`src/rtl/mmioPkg.sv`:
```
package mmioPkg;

    // --------------------------------------------------
    // widths that carry a meaning
    // --------------------------------------------------
    typedef logic [31:0] tWord;    // data word
    typedef logic [31:0] tAddr;    // request address
    typedef logic [1:0]  tOpcode;  // request / response kind
    typedef logic [1:0]  tRegion;  // address[23:22]
    typedef logic [6:0]  tSeg;     // one 7-seg digit, active segments
    typedef logic [9:0]  tLed;
    typedef logic [9:0]  tSwitch;
    typedef logic [3:0]  tColor;   // one vga channel

    // opcodes on the fabric-to-core port
    localparam tOpcode opRd    = 2'b00;
    localparam tOpcode opWr    = 2'b01;
    localparam tOpcode opRdRsp = 2'b10;  // answer to reads and writes alike

    // region field position and codes
    localparam int     regionMsb   = 23;
    localparam int     regionLsb   = 22;
    localparam tRegion regionFrame = 2'b01;  // vga pixel memory
    localparam tRegion regionCr    = 2'b10;  // control registers

    // --------------------------------------------------
    // control register offsets, byte addressed
    // --------------------------------------------------
    localparam int          crOffMsb   = 19;  // offsets live in address[19:0]
    localparam logic [19:0] offSeg0    = 20'h00000;
    localparam logic [19:0] offSeg1    = 20'h00004;
    localparam logic [19:0] offSeg2    = 20'h00008;
    localparam logic [19:0] offSeg3    = 20'h0000C;
    localparam logic [19:0] offSeg4    = 20'h00010;
    localparam logic [19:0] offSeg5    = 20'h00014;
    localparam logic [19:0] offLed     = 20'h00018;
    localparam logic [19:0] offButton0 = 20'h0001C;  // read only
    localparam logic [19:0] offButton1 = 20'h00020;  // read only
    localparam logic [19:0] offSwitch  = 20'h00024;  // read only

    // frame word packing, lowest nibble is shown first
    localparam int pixPerWord = 8;

endpackage

```
`src/rtl/mmioCtrl.sv`:
```
`timescale 1ns/1ps

module mmioCtrl (
    input  logic            QClk,
    input  logic            rstN,
    input  logic            reqValid,
    input  mmioPkg::tOpcode reqOpcode,
    input  mmioPkg::tAddr   reqAddress,
    input  mmioPkg::tWord   reqData,
    input  mmioPkg::tWord   crRdData,     // combinational, stage A
    input  mmioPkg::tWord   frameRdData,  // registered, valid in stage B
    output logic            crRd,
    output logic            crWr,
    output logic            frameRd,
    output logic            frameWr,
    output mmioPkg::tAddr   accAddress,
    output mmioPkg::tWord   accData,
    output logic            rspValid,
    output mmioPkg::tOpcode rspOpcode,
    output mmioPkg::tAddr   rspAddress,
    output mmioPkg::tWord   rspData
);
    import mmioPkg::*;

    logic   validA;
    tOpcode opcodeA;
    tAddr   addressA;
    tWord   dataA;
    tRegion regionA;
    logic   crRdB;
    logic   crWrB;
    logic   frameRdB;
    logic   frameWrB;
    tAddr   addressB;
    tWord   crDataB;
    tWord   rspDataB;

    // --------------------------------------------------
    // stage A, sample the request
    // --------------------------------------------------
    always_ff @(posedge QClk) begin
        if (!rstN) begin
            validA <= 1'b0;
        end else begin
            validA <= reqValid;
        end
    end

    always_ff @(posedge QClk) begin
        opcodeA  <= reqOpcode;
        addressA <= reqAddress;
        dataA    <= reqData;
    end

    // region and opcode decode, only place they are tested
    assign regionA = addressA[regionMsb:regionLsb];
    assign crRd    = validA && (opcodeA == opRd) && (regionA == regionCr);
    assign crWr    = validA && (opcodeA == opWr) && (regionA == regionCr);
    assign frameRd = validA && (opcodeA == opRd) && (regionA == regionFrame);
    assign frameWr = validA && (opcodeA == opWr) && (regionA == regionFrame);

    assign accAddress = addressA;  // offset decode done by the datapath blocks
    assign accData    = dataA;

    // --------------------------------------------------
    // stage B, align cr data with the frame memory latency
    // --------------------------------------------------
    always_ff @(posedge QClk) begin
        if (!rstN) begin
            crRdB    <= 1'b0;
            crWrB    <= 1'b0;
            frameRdB <= 1'b0;
            frameWrB <= 1'b0;
        end else begin
            crRdB    <= crRd;
            crWrB    <= crWr;
            frameRdB <= frameRd;
            frameWrB <= frameWr;
        end
    end

    always_ff @(posedge QClk) begin
        addressB <= addressA;
        crDataB  <= crRdData;
    end

    // write responses carry zero
    assign rspDataB = crRdB    ? crDataB     :
                      frameRdB ? frameRdData :
                                 '0;

    // stage C, response out
    always_ff @(posedge QClk) begin
        if (!rstN) begin
            rspValid <= 1'b0;
        end else begin
            rspValid <= crRdB || crWrB || frameRdB || frameWrB;  // unmapped drops out
        end
    end

    always_ff @(posedge QClk) begin
        rspOpcode  <= opRdRsp;
        rspAddress <= addressB;
        rspData    <= rspDataB;
    end

endmodule

```
`src/rtl/crRegs.sv`:
```
`timescale 1ns/1ps

module crRegs (
    input  logic            QClk,
    input  logic            rstN,
    input  logic            crRd,
    input  logic            crWr,
    input  mmioPkg::tAddr   accAddress,
    input  mmioPkg::tWord   accData,
    input  logic            button0,
    input  logic            button1,
    input  mmioPkg::tSwitch switch,
    output mmioPkg::tWord   crRdData,
    output mmioPkg::tSeg    seg0,
    output mmioPkg::tSeg    seg1,
    output mmioPkg::tSeg    seg2,
    output mmioPkg::tSeg    seg3,
    output mmioPkg::tSeg    seg4,
    output mmioPkg::tSeg    seg5,
    output mmioPkg::tLed    led
);
    import mmioPkg::*;

    logic [crOffMsb:0] crOff;
    logic              button0Q;
    logic              button1Q;
    tSwitch            switchQ;

    assign crOff = accAddress[crOffMsb:0];

    // --------------------------------------------------
    // read/write registers, drive the board directly
    // --------------------------------------------------
    always_ff @(posedge QClk) begin
        if (!rstN) begin
            seg0 <= '0;
            seg1 <= '0;
            seg2 <= '0;
            seg3 <= '0;
            seg4 <= '0;
            seg5 <= '0;
            led  <= '0;
        end else if (crWr) begin
            case (crOff)
                offSeg0: seg0 <= tSeg'(accData);  // low bits only
                offSeg1: seg1 <= tSeg'(accData);
                offSeg2: seg2 <= tSeg'(accData);
                offSeg3: seg3 <= tSeg'(accData);
                offSeg4: seg4 <= tSeg'(accData);
                offSeg5: seg5 <= tSeg'(accData);
                offLed:  led  <= tLed'(accData);
                default: ;  // read-only and unknown offsets ignore writes
            endcase
        end
    end

    // board inputs, sampled every cycle
    always_ff @(posedge QClk) begin
        button0Q <= button0;
        button1Q <= button1;
        switchQ  <= switch;
    end

    // read mux, zero extended
    always_comb begin
        crRdData = '0;
        if (crRd) begin
            case (crOff)
                offSeg0:    crRdData = tWord'(seg0);
                offSeg1:    crRdData = tWord'(seg1);
                offSeg2:    crRdData = tWord'(seg2);
                offSeg3:    crRdData = tWord'(seg3);
                offSeg4:    crRdData = tWord'(seg4);
                offSeg5:    crRdData = tWord'(seg5);
                offLed:     crRdData = tWord'(led);
                offButton0: crRdData = tWord'(button0Q);
                offButton1: crRdData = tWord'(button1Q);
                offSwitch:  crRdData = tWord'(switchQ);
                default:    crRdData = '0;  // unmapped offset
            endcase
        end
    end

endmodule

```
`src/rtl/vgaFrameMem.sv`:
```
`timescale 1ns/1ps

module vgaFrameMem #(
    parameter int depth = 16
) (
    input  logic                     QClk,
    input  logic                     frameRd,
    input  logic                     frameWr,
    input  mmioPkg::tAddr            accAddress,
    input  mmioPkg::tWord            accData,
    input  logic [$clog2(depth)-1:0] scanAddr,
    output mmioPkg::tWord            frameRdData,
    output mmioPkg::tWord            scanData
);
    import mmioPkg::*;

    localparam int addrW = $clog2(depth);

    tWord             mem [depth];
    logic [29:0]      wordOff;
    logic [addrW-1:0] wordIdx;

    // byte address to word index, wraps on depth
    assign wordOff = accAddress[31:2] % 30'(depth);
    assign wordIdx = wordOff[addrW-1:0];

    // --------------------------------------------------
    // processor port, one cycle read latency
    // --------------------------------------------------
    always_ff @(posedge QClk) begin
        if (frameWr) begin
            mem[wordIdx] <= accData;
        end
        if (frameRd) begin
            frameRdData <= mem[wordIdx];  // old word on collision
        end
    end

    // scan port, read only
    always_ff @(posedge QClk) begin
        scanData <= mem[scanAddr];
    end

endmodule

```
`src/rtl/vgaScan.sv`:
```
`timescale 1ns/1ps

module vgaScan #(
    parameter int hActive  = 16,
    parameter int hFront   = 2,
    parameter int hSyncLen = 4,
    parameter int hBack    = 2,
    parameter int vActive  = 8,
    parameter int vFront   = 1,
    parameter int vSyncLen = 2,
    parameter int vBack    = 1
) (
    input  logic          QClk,
    input  logic          rstN,
    input  mmioPkg::tWord scanData,  // one cycle after scanAddr
    output logic [$clog2(hActive*vActive/mmioPkg::pixPerWord)-1:0] scanAddr,
    output mmioPkg::tColor red,
    output mmioPkg::tColor green,
    output mmioPkg::tColor blue,
    output logic           hSync,
    output logic           vSync
);
    import mmioPkg::*;

    localparam int hTotal       = hActive + hFront + hSyncLen + hBack;
    localparam int vTotal       = vActive + vFront + vSyncLen + vBack;
    localparam int hW           = $clog2(hTotal);
    localparam int vW           = $clog2(vTotal);
    localparam int addrW        = $clog2(hActive * vActive / pixPerWord);
    localparam int wordsPerLine = hActive / pixPerWord;
    localparam int hSyncStart   = hActive + hFront;
    localparam int vSyncStart   = vActive + vFront;

    logic          pixelStrobe;
    logic [hW-1:0] hCnt;
    logic [vW-1:0] vCnt;
    logic          active;
    logic          groupStart;
    tWord          pixShift;
    tColor         pixel;

    // --------------------------------------------------
    // pixel strobe and counters
    // --------------------------------------------------
    always_ff @(posedge QClk) begin
        if (!rstN) begin
            pixelStrobe <= 1'b0;
        end else begin
            pixelStrobe <= ~pixelStrobe;  // every second cycle
        end
    end

    always_ff @(posedge QClk) begin
        if (!rstN) begin
            hCnt <= '0;
            vCnt <= '0;
        end else if (pixelStrobe) begin
            if (int'(hCnt) == hTotal - 1) begin
                hCnt <= '0;
                if (int'(vCnt) == vTotal - 1) begin
                    vCnt <= '0;
                end else begin
                    vCnt <= vCnt + 1'b1;
                end
            end else begin
                hCnt <= hCnt + 1'b1;
            end
        end
    end

    assign active     = (int'(hCnt) < hActive) && (int'(vCnt) < vActive);
    assign groupStart = (int'(hCnt) % pixPerWord) == 0;  // first of eight pixels

    // word for the current group, settles a cycle before the strobe
    always_comb begin
        scanAddr = '0;
        if (active) begin
            scanAddr = addrW'(int'(vCnt) * wordsPerLine + int'(hCnt) / pixPerWord);
        end
    end

    // nibble shifter
    assign pixel = groupStart ? tColor'(scanData) : tColor'(pixShift);

    always_ff @(posedge QClk) begin
        if (pixelStrobe) begin
            pixShift <= (groupStart ? scanData : pixShift) >> $bits(tColor);
        end
    end

    // outputs registered on the strobe, blanked outside active video
    always_ff @(posedge QClk) begin
        if (!rstN) begin
            red   <= '0;
            green <= '0;
            blue  <= '0;
            hSync <= 1'b1;
            vSync <= 1'b1;
        end else if (pixelStrobe) begin
            red   <= active ? pixel : '0;
            green <= active ? pixel : '0;  // grey scale
            blue  <= active ? pixel : '0;
            hSync <= !((int'(hCnt) >= hSyncStart) && (int'(hCnt) < hSyncStart + hSyncLen));
            vSync <= !((int'(vCnt) >= vSyncStart) && (int'(vCnt) < vSyncStart + vSyncLen));
        end
    end

endmodule

```
`src/rtl/de10LiteMmio.sv`:
```
`timescale 1ns/1ps

module de10LiteMmio #(
    parameter int hActive  = 16,
    parameter int hFront   = 2,
    parameter int hSyncLen = 4,
    parameter int hBack    = 2,
    parameter int vActive  = 8,
    parameter int vFront   = 1,
    parameter int vSyncLen = 2,
    parameter int vBack    = 1
) (
    input  logic            QClk,
    input  logic            rstN,
    input  logic            reqValid,
    input  mmioPkg::tOpcode reqOpcode,
    input  mmioPkg::tAddr   reqAddress,
    input  mmioPkg::tWord   reqData,
    input  logic            button0,
    input  logic            button1,
    input  mmioPkg::tSwitch switch,
    output logic            rspValid,
    output mmioPkg::tOpcode rspOpcode,
    output mmioPkg::tAddr   rspAddress,
    output mmioPkg::tWord   rspData,
    output mmioPkg::tSeg    seg0,
    output mmioPkg::tSeg    seg1,
    output mmioPkg::tSeg    seg2,
    output mmioPkg::tSeg    seg3,
    output mmioPkg::tSeg    seg4,
    output mmioPkg::tSeg    seg5,
    output mmioPkg::tLed    led,
    output mmioPkg::tColor  red,
    output mmioPkg::tColor  green,
    output mmioPkg::tColor  blue,
    output logic            hSync,
    output logic            vSync
);
    import mmioPkg::*;

    localparam int frameDepth = hActive * vActive / pixPerWord;
    localparam int scanW      = $clog2(frameDepth);

    // --------------------------------------------------
    // ctrl to datapath
    // --------------------------------------------------
    logic             crRd;
    logic             crWr;
    logic             frameRd;
    logic             frameWr;
    tAddr             accAddress;
    tWord             accData;
    tWord             crRdData;
    tWord             frameRdData;
    logic [scanW-1:0] scanAddr;   // scan engine side
    tWord             scanData;

    mmioCtrl ctrl (
        .QClk        (QClk),
        .rstN        (rstN),
        .reqValid    (reqValid),
        .reqOpcode   (reqOpcode),
        .reqAddress  (reqAddress),
        .reqData     (reqData),
        .crRdData    (crRdData),
        .frameRdData (frameRdData),
        .crRd        (crRd),
        .crWr        (crWr),
        .frameRd     (frameRd),
        .frameWr     (frameWr),
        .accAddress  (accAddress),
        .accData     (accData),
        .rspValid    (rspValid),
        .rspOpcode   (rspOpcode),
        .rspAddress  (rspAddress),
        .rspData     (rspData)
    );

    crRegs cr (
        .QClk       (QClk),
        .rstN       (rstN),
        .crRd       (crRd),
        .crWr       (crWr),
        .accAddress (accAddress),
        .accData    (accData),
        .button0    (button0),
        .button1    (button1),
        .switch     (switch),
        .crRdData   (crRdData),
        .seg0       (seg0),
        .seg1       (seg1),
        .seg2       (seg2),
        .seg3       (seg3),
        .seg4       (seg4),
        .seg5       (seg5),
        .led        (led)
    );

    vgaFrameMem #(
        .depth (frameDepth)
    ) frameMem (
        .QClk        (QClk),
        .frameRd     (frameRd),
        .frameWr     (frameWr),
        .accAddress  (accAddress),
        .accData     (accData),
        .scanAddr    (scanAddr),
        .frameRdData (frameRdData),
        .scanData    (scanData)
    );

    // timing passed down unchanged
    vgaScan #(
        .hActive  (hActive),
        .hFront   (hFront),
        .hSyncLen (hSyncLen),
        .hBack    (hBack),
        .vActive  (vActive),
        .vFront   (vFront),
        .vSyncLen (vSyncLen),
        .vBack    (vBack)
    ) scan (
        .QClk     (QClk),
        .rstN     (rstN),
        .scanData (scanData),
        .scanAddr (scanAddr),
        .red      (red),
        .green    (green),
        .blue     (blue),
        .hSync    (hSync),
        .vSync    (vSync)
    );

endmodule

```
`config.mk`:
```
export PLATFORM = sky130hd
export DESIGN_NAME = de10LiteMmio
export DESIGN_NICKNAME = d
export VERILOG_FILES = /design/src/rtl/mmioPkg.sv /design/src/rtl/mmioCtrl.sv /design/src/rtl/crRegs.sv /design/src/rtl/vgaFrameMem.sv /design/src/rtl/vgaScan.sv /design/src/rtl/de10LiteMmio.sv
export SDC_FILE = /design/constraint.sdc
export NUM_CORES = 1
export LEC_CHECK = 0
export BUFFER_PORTS_ARGS = -buffer_cell sky130_fd_sc_hd__buf_2
export CAP_MARGIN = 15
export CORE_UTILIZATION = 59
export DETAILED_ROUTE_END_ITERATION = 10
export PLACE_DENSITY_LB_ADDON = 0.3
export SLEW_MARGIN = 20
export SYNTH_ARGS = -nofsm -noshare
export SYNTH_HDL_FRONTEND = slang
export SYNTH_HIERARCHICAL = 1
export SYNTH_SLANG_ARGS = --single-unit
```
`constraint.sdc`:
```
create_clock -name QClk -period 4.3 [get_ports QClk]
set_input_delay 0.86 -clock QClk [delete_from_list [all_inputs] [get_ports QClk]]
set_output_delay 0.86 -clock QClk [all_outputs]
set_load 0.005 [all_outputs]
```
==> impl_results.md <==
- Status: complete, no violations
- Root buf cell: clkbuf_16
- Final WL: about 85000 um
- Hpwl dp: around 50000 um
- Starting Density: 0.598
- Largest net degree at the start of global routing: ~110
- Finish-stage setup viols: 0
- FFs w/ async S/R, synth: 0
- Seq/Total Area, Yosys: 0.679
- Share of layout cells above drive strength 1: 0.333
- Crit-path max FO: 21
- # Post-CTS Setup Buffers: 0
- DR pass1 iterations: 6
- Hold Fails Final Rpt: 0
- CTS tree: done
- H-tree levels: 3
- CTS Buffer Depth: 3
- GRT Util Overall: 0.291
- CP required: about 4.6 ns
- Layout net count: roughly 2200
- Area growth, synth to finish: 14.0%
- Via count: ~20000
- Drt initial violations: roughly 2300
- Buffers added on ports: 211
- DIE WIDTH: roughly 240 um
- Max transition margin: 0.243
- Kind of critical path: reg -> reg
- Number of library cell types mapped by synthesis: 58
- Drt drc: 0
- Worst setup SP type: register
- Final period util: 0.676
- I/O pin cnt: about 210
- Post-cts hold buffer count: 0
- Num CTS Buffers: 89
- Synth Area per Inst: about 18 sq um
- Number of synthesized register bits: 884
- Worst-path clk slew: 0.06 ns
- Vias in the first global route: a little over 20000
- R2R cell count: 5
- Compound-gate portion of the synthesized area: 0.0550
- Hold Path Class: in -> reg
- Final antenna-violating net count: 0
- # rows: 88
- Placed Cells: around 2800
- First-pass GRT wire length: approximately 130000 um
- Gr ovfl total: 0
- Post-synth EDFFs: 572
- CTS sink cnt: 884
- Main combinational cell family by area after synthesis: multiplexers
- Final Skew: 0.0253 ns
- Predominant post-synthesis flop cell: edfxtp_1
- Simple-Gate Fraction of Synth Area: 0.0439
- RSZ-0062 raised after global routing: false
- Core area: between 0.05 and 0.06 sq mm
- Xor and xnor area share after synthesis: 0.00127
- Crit path time final: 2.91 ns
- Mux contribution to synthesized area: 0.189
- Post-route total power: between 15 and 20 mW
- DIE AREA: roughly 0.06 sq mm
- Hold depth: 1
- Final Max Slew Viols: 0
- Initial antenna violation count: 2
- Max Clk Rate: approximately 0.34 GHz
- Worst VDD drop: approximately 0.00032 V
- Max Cap Violations: 0
- YS warnings: 6
- Crit end category: register
- Via-to-Cell Ratio: ~6.6
- P_leak: approximately 14 nW
- Cell Area, Synth: about 0.035 sq mm
- Final Wtd Congestion: ~0.9
- Tightest Pin Transition: about 1.1 ns
- Adder-cell area share of the yosys netlist: 0.00254
- Final cell count without fillers: approximately 3000
- Final Util: 0.682
- Setup TNS: 0 ns
- Cts repair resizes: 0
- Power Density: 456 mW/mm^2
- Die H: around 240 um
- Critical Path AT: between 3 and 4 ns
- Latest clock arrival within the worst-skew pair: 0.65 ns
- Post-Syn Instances: approximately 1900
- Routed WL per cell: ~28 um
stage by stage:
stage | cell area, sq um | setup slack (ns) | hold slack, ns
finish | 39400 | 1.39 | 0.311
CTS | 39400 | 1.41 | 0.288
global placement | 36200 | 1.52 | 0.310
floorplan | 34600 | 0.381 | 0.310
detailed placement | 36200 | 1.42 | 0.312
global route | 39400 | 1.28 | 0.291
flip-flops by register name, indices dropped and copies added, names as in the netlist, 32 cells and up:
register	cells
ctrl/addressB	32
frameMem/frameRdData	32
ctrl/crDataB	32
ctrl/accAddress	32
ctrl/rspAddress	32
ctrl/rspData	32
frameMem/mem	512
ctrl/accData	32
frameMem/scanData	32
cell usage after synthesis (all sizes together) (2+ instances only):
cell     instances  area share
a31oi            5     0.00091
nor3b            2     0.00043
ha               7      0.0025
mux2i           27      0.0078
nor4             4      0.0025
a22o            34      0.0087
nor3             9      0.0013
nand2          102       0.011
inv              8     0.00087
nand4           43      0.0082
clkbuf          67      0.0073
nor4b            3      0.0011
conb             3     0.00033
o31ai            3     0.00065
and2            15      0.0027
and4             3     0.00076
nor2            29      0.0032
edfxtp         572        0.50
mux2            29       0.012
a22oi          130       0.028
xnor2            2     0.00051
dfxtp          312        0.18
mux4           259        0.17
a31o             2     0.00051
nor2b            9      0.0019
o2bb2ai          3     0.00076
nand2b           5     0.00091
nand3           33      0.0051
buf            103       0.022
a21oi           45      0.0065
o21ai           49      0.0071
and3            11      0.0021
nand3b           7      0.0015
xor2             3     0.00076
nand4b           2     0.00051
area by class of cell:
type | count | area, sq um
antenna | 1 | 2.50
clock buffer | 126 | 2650
clock inverter | 40 | 480
fill | 3728 | 18300
inverter | 8 | 30.0
multi-input combinational | 907 | 10300
sequential | 884 | 23400
tap | 765 | 957
timing repair buffer | 256 | 1490
cells by family after synthesis:
| family | after synthesis |
|---|---|
| buf+inv | 178 |
| xor+xnor | 5 |
| mux | 315 |
| flops | 884 |
| compound gates | 277 |
| other cells | 3 |
| fa+ha+maj | 7 |
| simple gates | 279 |
metal layers:
metal	global-route usage	up-vias	part of all wire
li1	-	8212	-
met1	0.396	10200	0.38
met2	0.466	1105	0.49
met3	0.0663	214	0.093
met4	0.105	4	0.034
met5	0	-	0.00031
path summary, 6_finish.rpt:
check	start	end	slack (ns)
setup / recovery	ctrl/opcodeA[1]	frameMem/mem[6][25]	1.39
setup reg to reg	ctrl/opcodeA[1]	frameMem/mem[6][25]	1.39
hold / removal	reqData[1]	ctrl/accData[1]	0.31
hold reg to reg	ctrl/addressB[9]	ctrl/rspAddress[9]	0.32
cells in the final DEF (no fill, tap or decap), drive strengths merged, types with 14 or more instances in the layout:
cell type  count
clkinv        20
nand4         43
mux4         259
a22o          34
a21oi         45
nand2        102
buf          256
conb          24
mux2i         27
o21ai         49
mux2          29
a22oi        130
and2          15
dfxtp        312
clkbuf       126
edfxtp       572
nor2          29
inv           14
nand3         33
power breakdown:
part           total, mW  internal (mW)  switching [mW]
Clock               8.12           4.90            3.22
Sequential          9.31           9.15           0.157
Combinational      0.536          0.254           0.281
Total               18.0           14.3            3.65
critical path, cell delays in order, from the launching register on:
cell,delay [ns]
dfxtp_1,0.36
nand2b_1,0.21
nor2_1,0.35
or3b_1,0.55
nor2_4,0.75
buf_4,0.37
Power figures use the tool's default switching activity.
